<file path="src/rtl/ahbApbPkg.sv">
// Bridge package with controller states, AHB transfer types and the APB address map
package ahbApbPkg;

	// Bus widths
	localparam int unsigned AddrW = 32;
	localparam int unsigned DataW = 32;

	// Number of APB peripherals, one Pselx bit each
	localparam int unsigned SelW = 3;

	// Address map
	localparam logic [AddrW-1:0] MapBase    = 32'h8000_0000;
	localparam logic [AddrW-1:0] RegionSize = 32'h0400_0000; // One region per peripheral

	// APB controller states
	typedef enum logic [2:0]
	{
		stIdle     = 3'b000,
		stWwait    = 3'b001,
		stRead     = 3'b010,
		stWrite    = 3'b011,
		stWriteP   = 3'b100,
		stRenable  = 3'b101,
		stWenable  = 3'b110,
		stWenableP = 3'b111
	} apbStateT;

	// AHB Htrans encoding
	typedef enum logic [1:0]
	{
		transIdle   = 2'b00,
		transBusy   = 2'b01,
		transNonseq = 2'b10,
		transSeq    = 2'b11
	} htransT;

endpackage

</file>
<file path="src/rtl/ahbPipeIf.sv">
// Interface for decoded and pipelined AHB transfer info, slave and ctrl modports
`timescale 1ns/1ps

interface ahbPipeIf import ahbApbPkg::*; ();

	logic             valid;    // Accepted AHB transfer in address phase
	logic [AddrW-1:0] addr0;
	logic [AddrW-1:0] addr1;
	logic [AddrW-1:0] addr2;
	logic [DataW-1:0] wdata1;
	logic             writeReg;
	logic [SelW-1:0]  tempSelx; // One-hot region of addr0

	modport slave
	(
		output valid, addr0, addr1, addr2, wdata1, writeReg, tempSelx
	);

	modport ctrl
	(
		input valid, addr0, addr1, addr2, wdata1, writeReg, tempSelx
	);

endinterface

</file>
<file path="src/rtl/ahbSlaveInterface.sv">
// AHB slave side with address decode, valid generation and address/data pipeline
`timescale 1ns/1ps

module ahbSlaveInterface import ahbApbPkg::*;
(
	input  logic             Hclk,
	input  logic             Hresetn,
	input  logic             Hwrite,
	input  logic             Hreadyin,
	input  htransT           Htrans,
	input  logic [AddrW-1:0] Haddr,
	input  logic [DataW-1:0] Hwdata,
	ahbPipeIf.slave          pipe
);

	logic [AddrW-1:0] offset;
	logic [SelW-1:0]  regionSel;
	logic             inMap;
	logic             activeTrans;

	// Addresses below MapBase wrap to an offset far past the map
	assign offset = Haddr - MapBase;

	always_comb
	begin
		regionSel = '0;
		for (int i = 0; i < SelW; i++)
		begin
			if ((offset >= AddrW'(i) * RegionSize) && (offset < AddrW'(i + 1) * RegionSize))
				regionSel[i] = 1'b1;
		end
	end

	assign inMap = |regionSel;

	// Idle and busy cycles carry no transfer
	assign activeTrans = (Htrans == transNonseq) || (Htrans == transSeq);

	assign pipe.valid    = Hreadyin && activeTrans && inMap;
	assign pipe.tempSelx = regionSel;
	assign pipe.addr0    = Haddr;

	// Address, data and direction delayed for the write data phase
	always_ff @(posedge Hclk)
	begin
		if (!Hresetn)
		begin
			pipe.addr1    <= '0;
			pipe.addr2    <= '0;
			pipe.wdata1   <= '0;
			pipe.writeReg <= 1'b0;
		end
		else
		begin
			pipe.addr1    <= Haddr;
			pipe.addr2    <= pipe.addr1;
			pipe.wdata1   <= Hwdata;   // Data of a transfer held in its data phase
			pipe.writeReg <= Hwrite;
		end
	end

endmodule

</file>
<file path="src/rtl/apbFsmController.sv">
// APB transfer FSM with next-state logic, output decode and registered APB outputs
`timescale 1ns/1ps

module apbFsmController import ahbApbPkg::*;
(
	input  logic             Hclk,
	input  logic             Hresetn,
	input  logic             Hwrite,
	input  logic [DataW-1:0] Hwdata,
	ahbPipeIf.ctrl           pipe,
	output logic             Pwrite,
	output logic             Penable,
	output logic             Hreadyout,
	output logic [SelW-1:0]  Pselx,
	output logic [AddrW-1:0] Paddr,
	output logic [DataW-1:0] Pwdata
);

	apbStateT state;
	apbStateT nextState;

	logic             pwriteNext;
	logic             penableNext;
	logic             hreadyNext;
	logic [SelW-1:0]  pselxNext;
	logic [AddrW-1:0] paddrNext;
	logic [DataW-1:0] pwdataNext;

	// Region selects lined up with addr1 and addr2
	logic [SelW-1:0]  selDly1;
	logic [SelW-1:0]  selDly2;

	always_ff @(posedge Hclk)
	begin
		if (!Hresetn)
			state <= stIdle;
		else
			state <= nextState;
	end

	// In stWenableP the stall flag tells the type of the pending transfer.
	// A pending write lets the master go on, a pending read keeps it waiting.
	always_comb
	begin
		nextState = state;
		case (state)
			stIdle, stRenable, stWenable:
			begin
				if (!pipe.valid)
					nextState = stIdle;
				else if (Hwrite)
					nextState = stWwait;
				else
					nextState = stRead;
			end

			stWwait:
			begin
				if (pipe.valid)
					nextState = stWriteP; // Second transfer while the first is queued
				else
					nextState = stWrite;
			end

			stRead:
				nextState = stRenable;

			stWrite:
				nextState = stWenable;

			stWriteP:
				nextState = stWenableP;

			stWenableP:
			begin
				if (!Hreadyout)
					nextState = stRead;
				else if (pipe.valid)
					nextState = stWriteP;
				else
					nextState = stWrite;
			end

			default:
				nextState = stIdle;
		endcase
	end

	always_comb
	begin
		pselxNext   = Pselx;
		penableNext = Penable;
		pwriteNext  = Pwrite;
		hreadyNext  = Hreadyout;
		paddrNext   = Paddr;
		pwdataNext  = Pwdata;

		case (state)
			stIdle, stRenable, stWenable:
			begin
				penableNext = 1'b0;
				if (pipe.valid && !Hwrite)
				begin
					// Read setup straight from the address phase
					pselxNext  = pipe.tempSelx;
					paddrNext  = pipe.addr0;
					pwriteNext = 1'b0;
					hreadyNext = 1'b0;
				end
				else
				begin
					pselxNext  = '0;
					hreadyNext = 1'b1; // Write data phase or idle
				end
			end

			stWwait:
			begin
				pselxNext   = selDly1;
				paddrNext   = pipe.addr1;
				pwdataNext  = Hwdata;
				pwriteNext  = 1'b1;
				penableNext = 1'b0;
				hreadyNext  = 1'b0;
			end

			stRead, stWrite:
			begin
				penableNext = 1'b1;
				hreadyNext  = 1'b1;
			end

			stWriteP:
			begin
				penableNext = 1'b1;
				hreadyNext  = pipe.writeReg; // Hold off a pending read
			end

			stWenableP:
			begin
				// Launch the transfer accepted during the previous write
				pselxNext   = selDly2;
				paddrNext   = pipe.addr2;
				pwdataNext  = pipe.wdata1;
				pwriteNext  = Hreadyout;
				penableNext = 1'b0;
				hreadyNext  = 1'b0;
			end

			default:
			begin
				pselxNext   = '0;
				penableNext = 1'b0;
				hreadyNext  = 1'b1;
			end
		endcase
	end

	always_ff @(posedge Hclk)
	begin
		if (!Hresetn)
		begin
			Pselx     <= '0;
			Penable   <= 1'b0;
			Pwrite    <= 1'b0;
			Hreadyout <= 1'b0;
		end
		else
		begin
			Pselx     <= pselxNext;
			Penable   <= penableNext;
			Pwrite    <= pwriteNext;
			Hreadyout <= hreadyNext;
		end
	end

	always_ff @(posedge Hclk)
	begin
		Paddr   <= paddrNext;
		Pwdata  <= pwdataNext;
		selDly1 <= pipe.tempSelx;
		selDly2 <= selDly1;
	end

endmodule

</file>
<file path="src/rtl/ahbApbBridge.sv">
// Top level AHB-Lite to APB bridge joining the AHB slave side and the APB controller
`timescale 1ns/1ps

module ahbApbBridge import ahbApbPkg::*;
(
	input  logic             Hclk,
	input  logic             Hresetn,
	input  logic             Hwrite,
	input  logic             Hreadyin,
	input  logic [1:0]       Htrans,
	input  logic [AddrW-1:0] Haddr,
	input  logic [DataW-1:0] Hwdata,
	input  logic [DataW-1:0] Prdata,
	output logic             Hreadyout,
	output logic             Pwrite,
	output logic             Penable,
	output logic [SelW-1:0]  Pselx,
	output logic [AddrW-1:0] Paddr,
	output logic [DataW-1:0] Pwdata,
	output logic [DataW-1:0] Hrdata
);

	ahbPipeIf pipe();

	ahbSlaveInterface ahbSide
	(
		.Hclk     (Hclk),
		.Hresetn  (Hresetn),
		.Hwrite   (Hwrite),
		.Hreadyin (Hreadyin),
		.Htrans   (htransT'(Htrans)),
		.Haddr    (Haddr),
		.Hwdata   (Hwdata),
		.pipe     (pipe.slave)
	);

	apbFsmController apbSide
	(
		.Hclk      (Hclk),
		.Hresetn   (Hresetn),
		.Hwrite    (Hwrite),
		.Hwdata    (Hwdata),
		.pipe      (pipe.ctrl),
		.Pwrite    (Pwrite),
		.Penable   (Penable),
		.Hreadyout (Hreadyout),
		.Pselx     (Pselx),
		.Paddr     (Paddr),
		.Pwdata    (Pwdata)
	);

	// Read data is valid in the APB access cycle
	assign Hrdata = Prdata;

endmodule

</file>
<file path="config.mk">
export PLATFORM = sky130hd
export DESIGN_NAME = ahbApbBridge
export DESIGN_NICKNAME = d
export VERILOG_FILES = /design/src/rtl/ahbApbPkg.sv /design/src/rtl/ahbPipeIf.sv /design/src/rtl/ahbSlaveInterface.sv /design/src/rtl/apbFsmController.sv /design/src/rtl/ahbApbBridge.sv
export SDC_FILE = /design/constraint.sdc
export NUM_CORES = 1
export LEC_CHECK = 0
export BUFFER_PORTS_ARGS = -buffer_cell sky130_fd_sc_hd__buf_2
export CAP_MARGIN = 25
export CORE_MARGIN = 8
export CORE_UTILIZATION = 31
export CTS_BUF_LIST = sky130_fd_sc_hd__clkbuf_2
export CTS_CLUSTER_DIAMETER = 100
export DETAILED_ROUTE_END_ITERATION = 8
export GPL_TIMING_DRIVEN = 0
export PLACE_DENSITY = 0.51
export SYNTH_ARGS = -nofsm -noshare
export SYNTH_HDL_FRONTEND = slang
export SYNTH_SLANG_ARGS = --single-unit
</file>
<file path="constraint.sdc">
create_clock -name Hclk -period 3.4 [get_ports Hclk]
set_clock_uncertainty 0.05 [all_clocks]
set_input_delay 0.17 -clock Hclk [delete_from_list [all_inputs] [get_ports Hclk]]
set_output_delay 0.17 -clock Hclk [all_outputs]
set_load 0.005 [all_outputs]
</file>
; ---- Yosys cells after proc, flatten, opt, wreduce, memory -nomap -nowiden
; Cells that the tools add are included.
[op_classes]
n_lt_le_gt_ge = 6
n_eq_ne = 10
reduce_logical = 18
add_sub_neg = 1
muxes = 18
[ops]
columns = op, count
row1 = $pmux W32 S3, 1
row2 = $lt A32 B28 Y1 const B, 2
row3 = $pmux W32 S2, 1
row4 = $ge A32 B1 Y1 const B, 1
row5 = $ge A32 B27 Y1 const B, 1
row6 = $ge A32 B28 Y1 const B, 1
row7 = $lt A32 B27 Y1 const B, 1
row8 = $mux W32, 1
row9 = $sub A32 B32 Y32 const B, 1
row10 = $pmux W3 S6, 1
row11 = $eq A3 B3 Y1 const B, 4
row12 = $mux W3, 4
row13 = $pmux W3 S3, 1
row14 = $reduce_or A3 Y1, 3
row15 = $eq A3 B2 Y1 const B, 2
row16 = $logic_and A1 B1 Y1, 6
row17 = $mux W1, 5
row18 = $reduce_or A5 Y1, 1
row19 = $eq A2 B2 Y1 const B, 2
row20 = $pmux W1 S4, 1
row21 = $reduce_or A2 Y1, 2
row22 = $eq A3 B1 Y1 const B, 1
row23 = $logic_not A3 Y1, 1
row24 = $pmux W1 S3, 1
row25 = 8 further kinds, 8
[word_totals]
wordCells = 66
inputBits = 102
regBits = 176

; ---- Logic depth before layout (Yosys ltp)
[depth]
depth_word = 9
ltp_mapped = 6

; ---- Cells and area by module
; Synthesis repeated with hierarchy kept, for this count alone.
[unflattened]
cells_unflattened = 609
area_unflattened_um2 = 7104.3
[modules_own_cells]
columns = mod, area_each_um2, cells_per_inst, instances
row1 = apbFsmController, 3976.3, 335, 1
row2 = ahbSlaveInterface, 2887.8, 242, 1
row3 = ahbApbBridge, 240.2, 32, 1

; ---- Worst setup path before layout
; No wires, ideal clock.
[synth_path]
path_type = input to register
start = input Haddr[30]
end = register apbSide.Paddr[0] (enable)
path_slack_ps = 354
setup_time_ps = 416
stages = 5
t_required_ps = 2934
path_buffers = 1
arrival_time_ps = 2581
cell_sequence = or4b_1 -> buf_2 -> a211o_1 -> o21a_1 -> nor3_2
[synth_between]
elab_chain_cells = 9
word_cells_on_any_way = 18
cone_classes = add/sub (1) / order compare (6) / eq/ne (1) / mux (3) / reduce/logical (7)
[synth_rtl]
columns = item, line_no
row1 = start: declaration, ahbApbBridge.sv:11  ; input logic [AddrW-1:0] Haddr,
row2 = $sub A32 B32 Y32 (*), ahbSlaveInterface.sv:22  ; assign offset = Haddr - MapBase;
row3 = "$ge A32 B1 Y1, or another cell as far along", ahbSlaveInterface.sv:29  ; if ((offset >= AddrW'(i) * RegionSize) && (offset < AddrW'(i + 1) * RegionSize))
row4 = $logic_and A1 B1 Y1, ahbSlaveInterface.sv:29
row5 = $mux W1, ahbSlaveInterface.sv:29
row6 = $reduce_or A3 Y1 (*), ahbSlaveInterface.sv:34  ; assign inMap = |regionSel;
row7 = $logic_and A1 B1 Y1 (*), ahbSlaveInterface.sv:39  ; assign pipe.valid = Hreadyin && activeTrans && inMap;
row8 = $logic_and A1 B1 Y1 (*), apbFsmController.sv:102  ; if (pipe.valid && !Hwrite)
row9 = $ne A2 B1 Y1 (no line) (*), --
row10 = $reduce_and A2 Y1 (no line) (*), --
row11 = end signal: assignment, apbFsmController.sv:179  ; Paddr <= paddrNext;
row12 = end: declaration, apbFsmController.sv:15  ; output logic [AddrW-1:0] Paddr,
; Mark *: on every way between the ends. The rest lies on a longest branch, timed or not.
; A chain may end at the register's enable or synchronous reset.

; ---- Worst setup path in the final report
[layout_path]
start = register apbSide.state[1]
end = register apbSide.Pwdata[26] (enable)
[layout_between]
elab_chain_cells = 2
word_cells_on_any_way = 3
cone_classes = eq/ne (2) / reduce/logical (1)
[layout_rtl]
columns = item, line_no
row1 = start: declaration, apbFsmController.sv:19  ; apbStateT state;
row2 = start signal: assignment, apbFsmController.sv:36  ; state <= stIdle;
row3 = start signal: assignment, apbFsmController.sv:38  ; state <= nextState;
row4 = $eq A3 B1 Y1 or $eq A3 B3 Y1 (tied branches), apbFsmController.sv:98  ; case (state)
row5 = $reduce_bool A2 Y1 (no line) (*), --
row6 = end signal: assignment, apbFsmController.sv:180  ; Pwdata <= pwdataNext;
row7 = end: declaration, apbFsmController.sv:16  ; output logic [DataW-1:0] Pwdata
; Marks and branches as above.

==> metrics.txt <==
flops & latches, synth=176; CP Capture Type=register; starting DRC count in detailed routing=180; Num CTS Buffers=17; Max clock buf depth=2; die area=0.02531 sq mm; fin. max-slew vios=0; via count=4829; initial antenna violation count=1; Worst setup SP type=register; GRT Util Overall=a little over an eighth; Rows=between 50 and 60; Final setup viols=0; WS Path Type=reg -> reg; status=finished, final reports clean; DR vias/cell=between 4 and 5; CTS root buffer=clkbuf_2; register area share after synthesis=between 60% and 70%; # clock sinks=176; io pins=204; CTS resizes=0; drt first pass iters=4; average footprint of a synthesized cell=12.26 sq um; pwr dens=around 610 mW/mm^2; Remaining DRCs=0; Final Hold Fails=0; WL/cell=between 15 and 20 microns; relative slew slack=roughly half; Worst Path Required=about 3.7 ns; final std cells w/o fill=1098; Final HPWL DP=11670 microns; total leakage power=0.003806 uW; DRT antenna net count=0; Core Region=between 0.02 and 0.025 sq mm; Inst Count DP=approximately 960; synth unique cells=39; clk slew on worst S/H paths=0.25 ns; Synth Instances=approximately 520; I/O Buffers=169; Setup Buffers After CTS=0; Final min period=2.775 ns; nets@finish=between 900 and 1000; CP Max Fanout=32; hold slack=0.1209 ns; CTS tree=yes; RSZ-0062 raised after global routing=false; Peak VDD IR=around 0.00022 V; Critical Path Source=apbSide.state[1]$_SDFF_PN0_; Mapped Area=approximately 0.0063 sq mm; count of warnings emitted by yosys=0; total gr overflow=0; Tcrit/Tclk final=between 80% and 90%; H-Tree Depth=4; share of cells above drive strength 1=30.35%; critical path arrival=between 3 and 4 ns; f_max=about 0.36 GHz; Fillers=1932; max-cap check violation count=0; drt total wl=16800 microns; first-pass GRT wire length=between 20000 and 30000 microns; worst skew pair latency=approximately 0.74 ns; Die Height=around 160 microns; Worst Tran Pin Value=0.7684 ns; largest net degree at the start of global routing=33; min-delay worst type=in -> reg; Setup TNS=0 ns; worst min-delay path startpoint=Hwdata[18]; Initial Util=between 30% and 40%; die width=around 160 microns; post-synthesis net count=just over 600; R2R Path Start=apbSide.state[1]$_SDFF_PN0_; GPL Wtd Cong=around 0.75; Layout area overhead=39.24%; vias in the first global route=around 5400
-- cells by family (layout without fill, tap and decap cells) --
group | count (synthesis) | in the layout | synth area share (%)
flops | 176 | 176 | 65.59
compound gates | 57 | 57 | 6.741
simple gates | 186 | 186 | 15.83
mux | 33 | 33 | 5.834
other cells | 0 | 1 | 0
xor+xnor | 1 | 1 | 0.1380
buf+inv | 65 | 374 | 5.873
-- cell type report --
class / instances / area (sq um) / area share, %
Antenna cell: 1 / 2.502 / 0.02831
Buffer: 60 / 354.1 / 4.006
Clock buffer: 18 / 90.09 / 1.019
Clock inverter: 14 / 92.59 / 1.047
Inverter: 5 / 18.77 / 0.2123
Multi-Input combinational cell: 277 / 1818 / 20.57
Sequential cell: 176 / 4164 / 47.11
Tap cell: 270 / 337.8 / 3.822
Timing Repair Buffer: 277 / 1962 / 22.19
-- timing repair --
action,in CTS,in global routing
endpoints found under the hold margin,149,0
hold buffers,106,0
setup endpoints to repair,0,0
-- metrics by stage --
stage / cell area [sq um] / power [uW] / setup WS [ns] / util, %
4_1_cts: 8837 / 5459 / 0.5239 / 43.82
3_5_place_dp: 7594 / 4432 / 0.5399 / 37.65
5_1_grt: 8840 / 5704 / 0.3946 / 43.83
6_report: 8840 / 5359 / 0.6251 / 43.83
2_1_floorplan: 6349 / 3573 / 0.3536 / -
3_3_place_gp: 7532 / 4274 / -0.8447 / 37.34
-- critical path, stage by stage, from the launching register on --
cell	delay, ns
dfxtp_1	0.36
clkbuf_1	0.22
nor3b_2	0.67
nor2_4	0.18
clkbuf_1	0.30
inv_2	0.63
-- flip-flops by register name, summed over array words and instances, names as in the netlist --
signal / flops
ahbSide.pipe.addr1: 32
apbSide.selDly1: 3
apbSide.Penable: 1
apbSide.Paddr: 32
apbSide.Pselx: 3
apbSide.Pwrite: 1
apbSide.Pwdata: 32
apbSide.state: 3
ahbSide.pipe.writeReg: 1
ahbSide.pipe.addr2: 32
ahbSide.pipe.wdata1: 32
apbSide.selDly2: 3
apbSide.Hreadyout: 1
-- final timing paths --
check                                                     endpoint  slack [ns]  depth (start not counted)
worst max-delay path                  apbSide.Pwdata[26]$_DFFE_PN_        0.63                          5
worst min-delay path            ahbSide.pipe.wdata1[18]$_SDFF_PN0_        0.12                          3
worst max register to register        apbSide.Pwdata[26]$_DFFE_PN_        0.63                          5
worst min register to register          apbSide.selDly2[2]$_DFF_P_        0.32                          0
-- synthesized netlist by cell type (all sizes together) --
library cell / n / share of area (%)
dfxtp: 112 / 35
and2: 98 / 9.7
nand2: 68 / 4.0
edfxtp: 64 / 30
buf: 39 / 4.3
a22oi: 32 / 3.8
mux2: 32 / 5.7
clkbuf: 21 / 1.2
o21ai: 7 / 0.55
a21oi: 6 / 0.47
inv: 5 / 0.30
nor2: 5 / 0.41
nor3b: 4 / 0.55
a32oi: 3 / 0.41
nand2b: 3 / 0.30
and3: 2 / 0.20
nor2b: 2 / 0.20
nor3: 2 / 0.24
a2111oi: 1 / 0.43
a211o: 1 / 0.14
a211oi: 1 / 0.20
a21boi: 1 / 0.12
a311oi: 1 / 0.14
a31oi: 1 / 0.099
mux2i: 1 / 0.16
nand3: 1 / 0.079
o21a: 1 / 0.12
o221ai: 1 / 0.14
o31a: 1 / 0.14
or4b: 1 / 0.16
xor2: 1 / 0.14
-- placed cells by master, fill, tap and decap left out, drive strengths merged, types with 4 or more instances in the layout --
master / instances
mux2: 32
clkinvlp: 4
nor3b: 4
and2: 98
clkinv: 7
o21ai: 7
edfxtp: 64
dlygate4sd3: 106
a21oi: 6
clkbuf: 39
dfxtp: 112
nand2: 68
inv: 8
nor2: 5
buf: 210
a22oi: 32
-- routing by layer --
metal / track usage [%] / vias up / wire [microns]
met5: 0 / - / 0
met4: 4.674 / 0 / 240
met3: 4.731 / 18 / 1132
met2: 22.82 / 191 / 8181
met1: 15.37 / 2294 / 7240
li1: - / 2326 / -
-- report_power, final --
| group | total, uW | leakage (uW) | switching (uW) | internal [uW] |
|---|---|---|---|---|
| clock network | 913 | 0.000112 | 723 | 190 |
| registers | 2870 | 0.00152 | 124 | 2750 |
| logic | 1570 | 0.00217 | 904 | 671 |
| total | 5360 | 0.00381 | 1750 | 3610 |
Power figures use the tool's default switching activity.
